**src/icache_pkg.sv**
```systemverilog
`default_nettype none

package icache_pkg;

  // address widths
  localparam int vaddr_width       = 16;
  localparam int paddr_width       = 20;
  localparam int page_offset_width = 12;
  localparam int ptag_width        = paddr_width - page_offset_width;

  // set and way geometry
  localparam int num_sets    = 16;
  localparam int num_ways    = 2;
  localparam int way_width   = 1;
  localparam int index_width = 4;

  // block layout
  localparam int word_width         = 32;
  localparam int block_words        = 4;
  localparam int word_sel_width     = 2;
  localparam int block_offset_width = 4;
  localparam int block_width        = word_width * block_words;

  // byte offset inside one instruction word
  localparam int word_offset_width = block_offset_width - word_sel_width;

  // index and block offset both sit inside the page offset, so the set
  // can be read before translation finishes
  localparam int tag_width        = paddr_width - index_width - block_offset_width;
  localparam int block_addr_width = paddr_width - block_offset_width;

endpackage

`default_nettype wire

```
**src/icache.sv**
```systemverilog
`timescale 1ns/1ps
`default_nettype none

module icache
  import icache_pkg::*;
(
  input  logic                          clk_i,
  input  logic                          reset_i,

  input  logic                          fetch_v_i,
  input  logic [vaddr_width-1:0]        vaddr_i,
  output logic                          fetch_ready_o,

  input  logic [ptag_width-1:0]         ptag_i,
  input  logic                          ptag_v_i,

  output logic [word_width-1:0]         data_o,
  output logic                          data_v_o,
  output logic                          miss_o,

  output logic                          cache_req_v_o,
  output logic [block_addr_width-1:0]   cache_req_addr_o,
  output logic [way_width-1:0]          cache_req_way_o,
  input  logic                          cache_req_complete_i,

  input  logic                          fill_v_i,
  input  logic [index_width-1:0]        fill_index_i,
  input  logic [way_width-1:0]          fill_way_i,
  input  logic [tag_width-1:0]          fill_tag_i,
  input  logic [block_width-1:0]        fill_data_i
);

  logic                                 rd_v;
  logic [index_width-1:0]               rd_index;
  logic                                 wr_v;
  logic [index_width-1:0]               wr_index;
  logic [way_width-1:0]                 wr_way;
  logic [tag_width-1:0]                 wr_tag;
  logic [block_width-1:0]               wr_data;
  logic                                 lookup_v;
  logic [page_offset_width-1:0]         page_offset;
  logic [num_ways-1:0][tag_width-1:0]   tags;
  logic [num_ways-1:0]                  valid;
  logic [num_ways-1:0][block_width-1:0] blocks;
  logic [way_width-1:0]                 lru;
  logic                                 lru_v;
  logic [index_width-1:0]               lru_index;
  logic [way_width-1:0]                 lru_way;
  logic                                 kill;

  icache_lookup lookup_i (
    .clk_i          (clk_i),
    .reset_i        (reset_i),
    .fetch_v_i      (fetch_v_i),
    .vaddr_i        (vaddr_i),
    .fill_v_i       (fill_v_i),
    .fill_index_i   (fill_index_i),
    .fill_way_i     (fill_way_i),
    .fill_tag_i     (fill_tag_i),
    .fill_data_i    (fill_data_i),
    .kill_i         (kill),
    .miss_pending_i (miss_o),
    .req_v_i        (cache_req_v_o),
    .fetch_ready_o  (fetch_ready_o),
    .rd_v_o         (rd_v),
    .rd_index_o     (rd_index),
    .wr_v_o         (wr_v),
    .wr_index_o     (wr_index),
    .wr_way_o       (wr_way),
    .wr_tag_o       (wr_tag),
    .wr_data_o      (wr_data),
    .lookup_v_o     (lookup_v),
    .page_offset_o  (page_offset)
  );

  icache_arrays arrays_i (
    .clk_i       (clk_i),
    .reset_i     (reset_i),
    .rd_v_i      (rd_v),
    .rd_index_i  (rd_index),
    .wr_v_i      (wr_v),
    .wr_index_i  (wr_index),
    .wr_way_i    (wr_way),
    .wr_tag_i    (wr_tag),
    .wr_data_i   (wr_data),
    .lru_v_i     (lru_v),
    .lru_index_i (lru_index),
    .lru_way_i   (lru_way),
    .tags_o      (tags),
    .valid_o     (valid),
    .blocks_o    (blocks),
    .lru_o       (lru)
  );

  icache_verify verify_i (
    .clk_i                (clk_i),
    .reset_i              (reset_i),
    .lookup_v_i           (lookup_v),
    .page_offset_i        (page_offset),
    .ptag_i               (ptag_i),
    .ptag_v_i             (ptag_v_i),
    .tags_i               (tags),
    .valid_i              (valid),
    .blocks_i             (blocks),
    .lru_i                (lru),
    .cache_req_complete_i (cache_req_complete_i),
    .data_o               (data_o),
    .data_v_o             (data_v_o),
    .cache_req_v_o        (cache_req_v_o),
    .cache_req_addr_o     (cache_req_addr_o),
    .cache_req_way_o      (cache_req_way_o),
    .miss_o               (miss_o),
    .kill_o               (kill),
    .lru_v_o              (lru_v),
    .lru_index_o          (lru_index),
    .lru_way_o            (lru_way)
  );

endmodule

`default_nettype wire

```
**src/icache_arrays.sv**
```systemverilog
`timescale 1ns/1ps
`default_nettype none

module icache_arrays
  import icache_pkg::*;
(
  input  logic                                  clk_i,
  input  logic                                  reset_i,

  input  logic                                  rd_v_i,
  input  logic [index_width-1:0]                rd_index_i,

  input  logic                                  wr_v_i,
  input  logic [index_width-1:0]                wr_index_i,
  input  logic [way_width-1:0]                  wr_way_i,
  input  logic [tag_width-1:0]                  wr_tag_i,
  input  logic [block_width-1:0]                wr_data_i,

  input  logic                                  lru_v_i,
  input  logic [index_width-1:0]                lru_index_i,
  input  logic [way_width-1:0]                  lru_way_i,

  output logic [num_ways-1:0][tag_width-1:0]    tags_o,
  output logic [num_ways-1:0]                   valid_o,
  output logic [num_ways-1:0][block_width-1:0]  blocks_o,
  output logic [way_width-1:0]                  lru_o
);

  // one row per set in each way
  logic [tag_width-1:0]   tag_mem  [num_ways][num_sets];
  logic [block_width-1:0] data_mem [num_ways][num_sets];

  logic [num_sets-1:0][num_ways-1:0]  valid_r;
  logic [num_sets-1:0][way_width-1:0] lru_r;

  // fill writes tag and whole block of one way
  always_ff @(posedge clk_i) begin
    if (wr_v_i) begin
      tag_mem[wr_way_i][wr_index_i]  <= wr_tag_i;
      data_mem[wr_way_i][wr_index_i] <= wr_data_i;
    end
  end

  // per-set valid and lru bits
  always_ff @(posedge clk_i) begin
    if (reset_i) begin
      valid_r <= '0;
      lru_r   <= '0;
    end else begin
      if (wr_v_i) begin
        valid_r[wr_index_i][wr_way_i] <= 1'b1;
      end
      // records the way that hit most recently
      if (lru_v_i) begin
        lru_r[lru_index_i] <= lru_way_i;
      end
    end
  end

  // synchronous read of the whole set
  always_ff @(posedge clk_i) begin
    if (rd_v_i) begin
      for (int w = 0; w < num_ways; w++) begin
        tags_o[w]   <= tag_mem[w][rd_index_i];
        blocks_o[w] <= data_mem[w][rd_index_i];
      end
      valid_o <= valid_r[rd_index_i];
      lru_o   <= lru_r[rd_index_i];
    end
  end

endmodule

`default_nettype wire

```
**src/icache_lookup.sv**
```systemverilog
`timescale 1ns/1ps
`default_nettype none

module icache_lookup
  import icache_pkg::*;
(
  input  logic                         clk_i,
  input  logic                         reset_i,

  input  logic                         fetch_v_i,
  input  logic [vaddr_width-1:0]       vaddr_i,

  input  logic                         fill_v_i,
  input  logic [index_width-1:0]       fill_index_i,
  input  logic [way_width-1:0]         fill_way_i,
  input  logic [tag_width-1:0]         fill_tag_i,
  input  logic [block_width-1:0]       fill_data_i,

  input  logic                         kill_i,
  input  logic                         miss_pending_i,
  input  logic                         req_v_i,

  output logic                         fetch_ready_o,

  output logic                         rd_v_o,
  output logic [index_width-1:0]       rd_index_o,

  output logic                         wr_v_o,
  output logic [index_width-1:0]       wr_index_o,
  output logic [way_width-1:0]         wr_way_o,
  output logic [tag_width-1:0]         wr_tag_o,
  output logic [block_width-1:0]       wr_data_o,

  output logic                         lookup_v_o,
  output logic [page_offset_width-1:0] page_offset_o
);

  logic                         accept;
  logic                         lookup_v_r;
  logic [page_offset_width-1:0] page_offset_r;

  // no new fetch while a miss is being requested or is outstanding
  assign fetch_ready_o = ~miss_pending_i & ~req_v_i;
  assign accept        = fetch_v_i & fetch_ready_o;

  // index the arrays straight from the virtual address
  assign rd_v_o     = accept;
  assign rd_index_o = vaddr_i[block_offset_width +: index_width];

  // fills only come while a miss is pending, so they never collide with a read
  assign wr_v_o     = fill_v_i;
  assign wr_index_o = fill_index_i;
  assign wr_way_o   = fill_way_i;
  assign wr_tag_o   = fill_tag_i;
  assign wr_data_o  = fill_data_i;

  always_ff @(posedge clk_i) begin
    if (reset_i) begin
      lookup_v_r <= 1'b0;
    end else begin
      lookup_v_r <= accept;
    end
  end

  // page offset is untranslated and is carried along to the verify stage
  always_ff @(posedge clk_i) begin
    if (accept) begin
      page_offset_r <= vaddr_i[page_offset_width-1:0];
    end
  end

  // a miss in verify squashes the younger fetch sitting here
  assign lookup_v_o    = lookup_v_r & ~kill_i;
  assign page_offset_o = page_offset_r;

endmodule

`default_nettype wire

```
**src/icache_verify.sv**
```systemverilog
`timescale 1ns/1ps
`default_nettype none

module icache_verify
  import icache_pkg::*;
(
  input  logic                                  clk_i,
  input  logic                                  reset_i,

  input  logic                                  lookup_v_i,
  input  logic [page_offset_width-1:0]          page_offset_i,
  input  logic [ptag_width-1:0]                 ptag_i,
  input  logic                                  ptag_v_i,

  input  logic [num_ways-1:0][tag_width-1:0]    tags_i,
  input  logic [num_ways-1:0]                   valid_i,
  input  logic [num_ways-1:0][block_width-1:0]  blocks_i,
  input  logic [way_width-1:0]                  lru_i,

  input  logic                                  cache_req_complete_i,

  output logic [word_width-1:0]                 data_o,
  output logic                                  data_v_o,
  output logic                                  cache_req_v_o,
  output logic [block_addr_width-1:0]           cache_req_addr_o,
  output logic [way_width-1:0]                  cache_req_way_o,
  output logic                                  miss_o,
  output logic                                  kill_o,

  output logic                                  lru_v_o,
  output logic [index_width-1:0]                lru_index_o,
  output logic [way_width-1:0]                  lru_way_o
);

  logic [paddr_width-1:0]                   paddr;
  logic [tag_width-1:0]                     addr_tag;
  logic [index_width-1:0]                   addr_index;
  logic [word_sel_width-1:0]                addr_word;
  logic                                     tv_we;

  logic [num_ways-1:0]                      hit;
  logic                                     hit_any;
  logic [way_width-1:0]                     hit_way;
  logic [way_width-1:0]                     invalid_way;
  logic [way_width-1:0]                     repl_way;
  logic [block_words-1:0][word_width-1:0]   hit_block;
  logic [word_width-1:0]                    hit_word;

  logic                                     data_v_r;
  logic                                     req_v_r;
  logic                                     miss_r;
  logic [word_width-1:0]                    data_r;
  logic [block_addr_width-1:0]              req_addr_r;
  logic [way_width-1:0]                     req_way_r;
  logic [index_width-1:0]                   index_r;
  logic [way_width-1:0]                     hit_way_r;

  // physical address from the late tag and the carried page offset
  assign paddr      = {ptag_i, page_offset_i};
  assign addr_tag   = paddr[paddr_width-1 -: tag_width];
  assign addr_index = paddr[block_offset_width +: index_width];
  assign addr_word  = paddr[word_offset_width +: word_sel_width];

  // a fetch without a valid ptag is dropped here
  assign tv_we = lookup_v_i & ptag_v_i;

  always_comb begin
    hit_way     = '0;
    invalid_way = '0;
    for (int w = 0; w < num_ways; w++) begin
      hit[w] = valid_i[w] & (tags_i[w] == addr_tag);
    end
    // walk down so the lowest way wins
    for (int w = num_ways - 1; w >= 0; w--) begin
      if (hit[w]) begin
        hit_way = way_width'(w);
      end
      if (!valid_i[w]) begin
        invalid_way = way_width'(w);
      end
    end
  end

  assign hit_any = |hit;

  // an empty way beats the lru choice
  assign repl_way = (~&valid_i) ? invalid_way : ~lru_i;

  assign hit_block = blocks_i[hit_way];
  assign hit_word  = hit_block[addr_word];

  always_ff @(posedge clk_i) begin
    if (reset_i) begin
      data_v_r <= 1'b0;
      req_v_r  <= 1'b0;
    end else begin
      data_v_r <= tv_we & hit_any;
      req_v_r  <= tv_we & ~hit_any;
    end
  end

  always_ff @(posedge clk_i) begin
    if (tv_we) begin
      data_r     <= hit_word;
      req_addr_r <= paddr[paddr_width-1:block_offset_width];
      req_way_r  <= repl_way;
      index_r    <= addr_index;
      hit_way_r  <= hit_way;
    end
  end

  // miss tracker is set by the request and cleared by completion
  always_ff @(posedge clk_i) begin
    if (reset_i) begin
      miss_r <= 1'b0;
    end else if (req_v_r) begin
      miss_r <= 1'b1;
    end else if (cache_req_complete_i) begin
      miss_r <= 1'b0;
    end
  end

  assign data_o           = data_r;
  assign data_v_o         = data_v_r;
  assign cache_req_v_o    = req_v_r;
  assign cache_req_addr_o = req_addr_r;
  assign cache_req_way_o  = req_way_r;
  assign miss_o           = miss_r;
  assign kill_o           = req_v_r;

  // every hit marks its way as most recently used
  assign lru_v_o     = data_v_r;
  assign lru_index_o = index_r;
  assign lru_way_o   = hit_way_r;

endmodule

`default_nettype wire

```
**config.mk**
```make
export PLATFORM = sky130hd
export DESIGN_NAME = icache
export DESIGN_NICKNAME = d
export VERILOG_FILES = /design/src/icache_pkg.sv /design/src/icache.sv /design/src/icache_arrays.sv /design/src/icache_lookup.sv /design/src/icache_verify.sv
export SDC_FILE = /design/constraint.sdc
export NUM_CORES = 2
export LEC_CHECK = 0
export BUFFER_PORTS_ARGS = -buffer_cell sky130_fd_sc_hd__buf_2
export CAP_MARGIN = 10
export CORE_MARGIN = 2
export CORE_UTILIZATION = 40
export CTS_CLUSTER_SIZE = 30
export DETAILED_ROUTE_END_ITERATION = 6
export REMOVE_ABC_BUFFERS = 1
export SLEW_MARGIN = 30
export SYNTH_ARGS = -nofsm -noshare
export SYNTH_HDL_FRONTEND = slang
export SYNTH_MEMORY_MAX_BITS = 65536
export SYNTH_SLANG_ARGS = --single-unit
```
**constraint.sdc**
```tcl
create_clock -name clk_i -period 8.8 [get_ports clk_i]
set_input_delay 1.76 -clock clk_i [delete_from_list [all_inputs] [get_ports clk_i]]
set_output_delay 1.76 -clock clk_i [all_outputs]
set_load 0.02 [all_outputs]
```
==> summary.txt <==
Floorplanning
  – Die W: 680 microns
  – Die area: 462000 sq um
  – Die Y: 680 microns
  – Total core area: 456000 sq um
  – Num rows: 248
  – Starting Density: 0.401
  – IO Count: 228

Run
  – Max Cap Viol: 0

Setup path
  – Reg2reg start: arrays_i.tags_o[8]$_DFFE_PP_
  – Critical path type: in2reg
  – WP data required: 9.50 ns
  – Arrival time at the worst endpoint: 4.91 ns
  – CP startpoint kind: primary input
  – R2R Path End: verify_i.data_o[25]$_DFFE_PP_
  – CP endpoint kind: flip-flop
  – Worst R2R Setup Slack: 5.15 ns
  – Critical path peak fanout: 19
  – R2r worst-path depth: 6

Min path
  – Hold EP: verify_i.lru_index_o[0]$_DFFE_PP_
  – Hold Crit Start: lookup_i.page_offset_o[4]$_DFFE_PP_
  – Hold path depth: 0
  – Hold/Removal Path Class: reg2reg

Place
  – Post-Place Cells: 13133
  – Dpl ws: 3.53 ns
  – GPL Wtd Cong: 0.718
  – IO Port Bufs: 221
  – Placed Area: 192000 sq um
  – Hpwl dp: 213000 microns

STA
  – Setup ws final: 4.59 ns
  – Slew @ Worst Pin: 1.11 ns
  – Clock Skew: 0.0581 ns
  – Fin. max-slew vios: 0
  – Hold_ws: 0.419 ns
  – Worst slew margin: 0.259
  – RSZ-0062 raised after global routing: false
  – Minimum clock period: 4.21 ns
  – Setup Total Neg Slack: 0 ns
  – Hold Violations, Final: 0
  – Tcrit/Tclk final: 0.479
  – Fmax: 0.237 GHz
  – Setup violators final: 0

Power
  – Worst VDD drop: 0.165 mV
  – Leakage: 63.7 nW
  – Pwr/cell area: 232 nW/um^2
  – Power Total: 48.2 mW

Clock tree
  – CTS tree: yes
  – # clock sinks: 4875
  – Resized Gates After CTS: 0
  – Hold_buf cts: 0
  – Clk Latency, worst-skew pair: 1.00 ns
  – H-tree Lvls: 5
  – Largest buffer count on any clock path: 4
  – Post CTS Setup Buffer Count: 0
  – Num CTS Buffers: 466
  – CTS Root Cell: clkbuf_16
  – Clk pin slew, worst setup/hold paths: 0.06 ns

Detailed routing
  – ANT nets after route: 0
  – Routed wire per std cell: 31.8 microns
  – TritonRoute pass-1 iters: 5
  – DRC violations left: 0
  – First DRT Iteration DRCs: 8812
  – Via count: 79967
  – Final WL: 446000 microns
  – Vias per cell: 5.70

Synth
  – Netlist cell types: 31
  – #FFs+latches synth: 4875
  – Number of synthesized flops with an enable pin: 4823
  – Seq/Total Area, Yosys: 0.799
  – Ys flop type: edfxtp_1
  – Post-synth ARST share: 0
  – Syn Area/Cell: 25.7 sq um
  – Synth top area cells: edfxtp_1 79%, mux4_2 18%, dfxtp_1 0.57%, clkbuf_1 0.35%, mux2i_1 0.27%
  – Cell taking the most area after synthesis: edfxtp_1
  – Yosys synthesis warning count: 0
  – Mapped Area: 183000 sq um
  – Cells after Synth: 7096
  – Share of the synthesized area in the top cell type: 0.793

Finish
  – Layout cells sized above 1: 0.319
  – Area Growth Syn to Fin: 13.7%
  – Area of the multi-input gates: 35300 sq um
  – Layout Nets: 7782
  – Register Area: 146000 sq um
  – Commonest non-fill, non-tap cell in the layout: edfxtp_1
  – Post-Layout Inst Area: 208000 sq um
  – Layout Cells excl Fill: 14024
  – Commonest non-fill, non-tap cells in the layout: 4823 x edfxtp_1, 1436 x mux4_2, 472 x clkbuf_16
  – Final Util: 0.456
  – Layout fillers: 36992

GRT
  – Initial antenna violation count: 89
  – GR met1 Demand/Resource: 0.251
  – Total grt overflow: 0
  – Vias in the first global route: 83246
  – M3 GR Usage: 0.0299
  – First-pass GRT wire length: 629000 microns
  – Grt peak-use layer: met2
  – Largest net degree at the start of global routing: 140
  – GRT met2 Usage: 0.336
  – GRT Util Overall: 0.191

Run status
  – Status: complete, no violations
==> cells in the mapped netlist (all sizes together) (4+ instances only) <==
library cell / count
edfxtp: 4823
mux4: 1436
nand3b: 9
dfxtp: 52
nand4: 4
nand2: 16
nor2: 116
mux2: 32
mux2i: 49
xnor2: 24
buf: 185
nor3: 4
a21oi: 54
clkbuf: 172
o21ai: 9
nand3: 7
a211oi: 43
nor2b: 44
==> power breakdown <==
group,switching (mW),total [mW],internal (mW)
clock,8.60,20.1,11.5
sequential,0.117,26.1,26.0
combinational,1.16,2.06,0.895
total,9.88,48.2,38.3
==> sequential cells by signal (all words and copies together), names as in the netlist <==
signal,count
lookup_i.lookup_v_r,1
verify_i.lru_way_o,1
verify_i.cache_req_addr_o,13
arrays_i.valid_o,2
arrays_i.blocks_o,256
arrays_i.lru_o,1
arrays_i.lru_r,16
verify_i.data_v_o,1
verify_i.miss_o,1
verify_i.data_o,32
arrays_i.valid_r,32
arrays_i.tags_o,24
arrays_i.data_mem,4096
lookup_i.page_offset_o,10
arrays_i.tag_mem,384
verify_i.cache_req_way_o,1
verify_i.cache_req_v_o,1
verify_i.lru_index_o,3
==> layer usage <==
layer / part of all wire / up-vias
li1: - / 32047
met4: 0.023 / 34
met5: 0.00044 / -
met1: 0.40 / 44572
met2: 0.52 / 2656
met3: 0.059 / 658
==> worst max-delay path by stage <==
| stage | slack (ns) | from | depth (start not counted) | end |
|---|---|---|---|---|
| 6_report | 4.59 | ptag_i[4] | 7 | verify_i.data_o[25]$_DFFE_PP_ |
| 5_1_grt | 4.44 | ptag_i[4] | 7 | verify_i.data_o[25]$_DFFE_PP_ |
| 4_1_cts | 4.56 | ptag_i[4] | 7 | verify_i.data_o[25]$_DFFE_PP_ |
| 3_5_place_dp | 3.53 | ptag_i[4] | 7 | verify_i.data_o[6]$_DFFE_PP_ |
| 3_3_place_gp | 3.53 | ptag_i[4] | 7 | verify_i.data_o[1]$_DFFE_PP_ |
| 2_1_floorplan | -0.27 | fetch_v_i | 1 | arrays_i.blocks_o[0]$_DFFE_PP_ |
==> area by class of cell <==
| cell class | count | area share |
|---|---|---|
| repair buffers | 400 | 0.0170 |
| diodes | 22 | 0.000265 |
| clock buffers | 562 | 0.0586 |
| well taps | 6000 | 0.0362 |
| inverters | 3 | 0.0000784 |
| clock inverters | 301 | 0.0152 |
| flip-flops and latches | 4875 | 0.703 |
| multi-input cells | 1861 | 0.170 |
==> worst max-delay path: stages <==
cell and delay [ns]:
buf_2 0.14, xnor2_1 0.26, nand4_1 0.23, nor4_1 0.49, nand2b_4 0.70, buf_4 0.86, mux2_1 0.40
==> kinds of logic after synthesis <==
logic type             share of synthesized area
AO/OA/AOI/OAI                            0.00354
AND/OR/NAND/NOR                          0.00552
flip-flops                                 0.799
multiplexers                               0.182
buffers and inverters                    0.00925
XOR/XNOR                                 0.00115
Power figures use the tool's default switching activity.
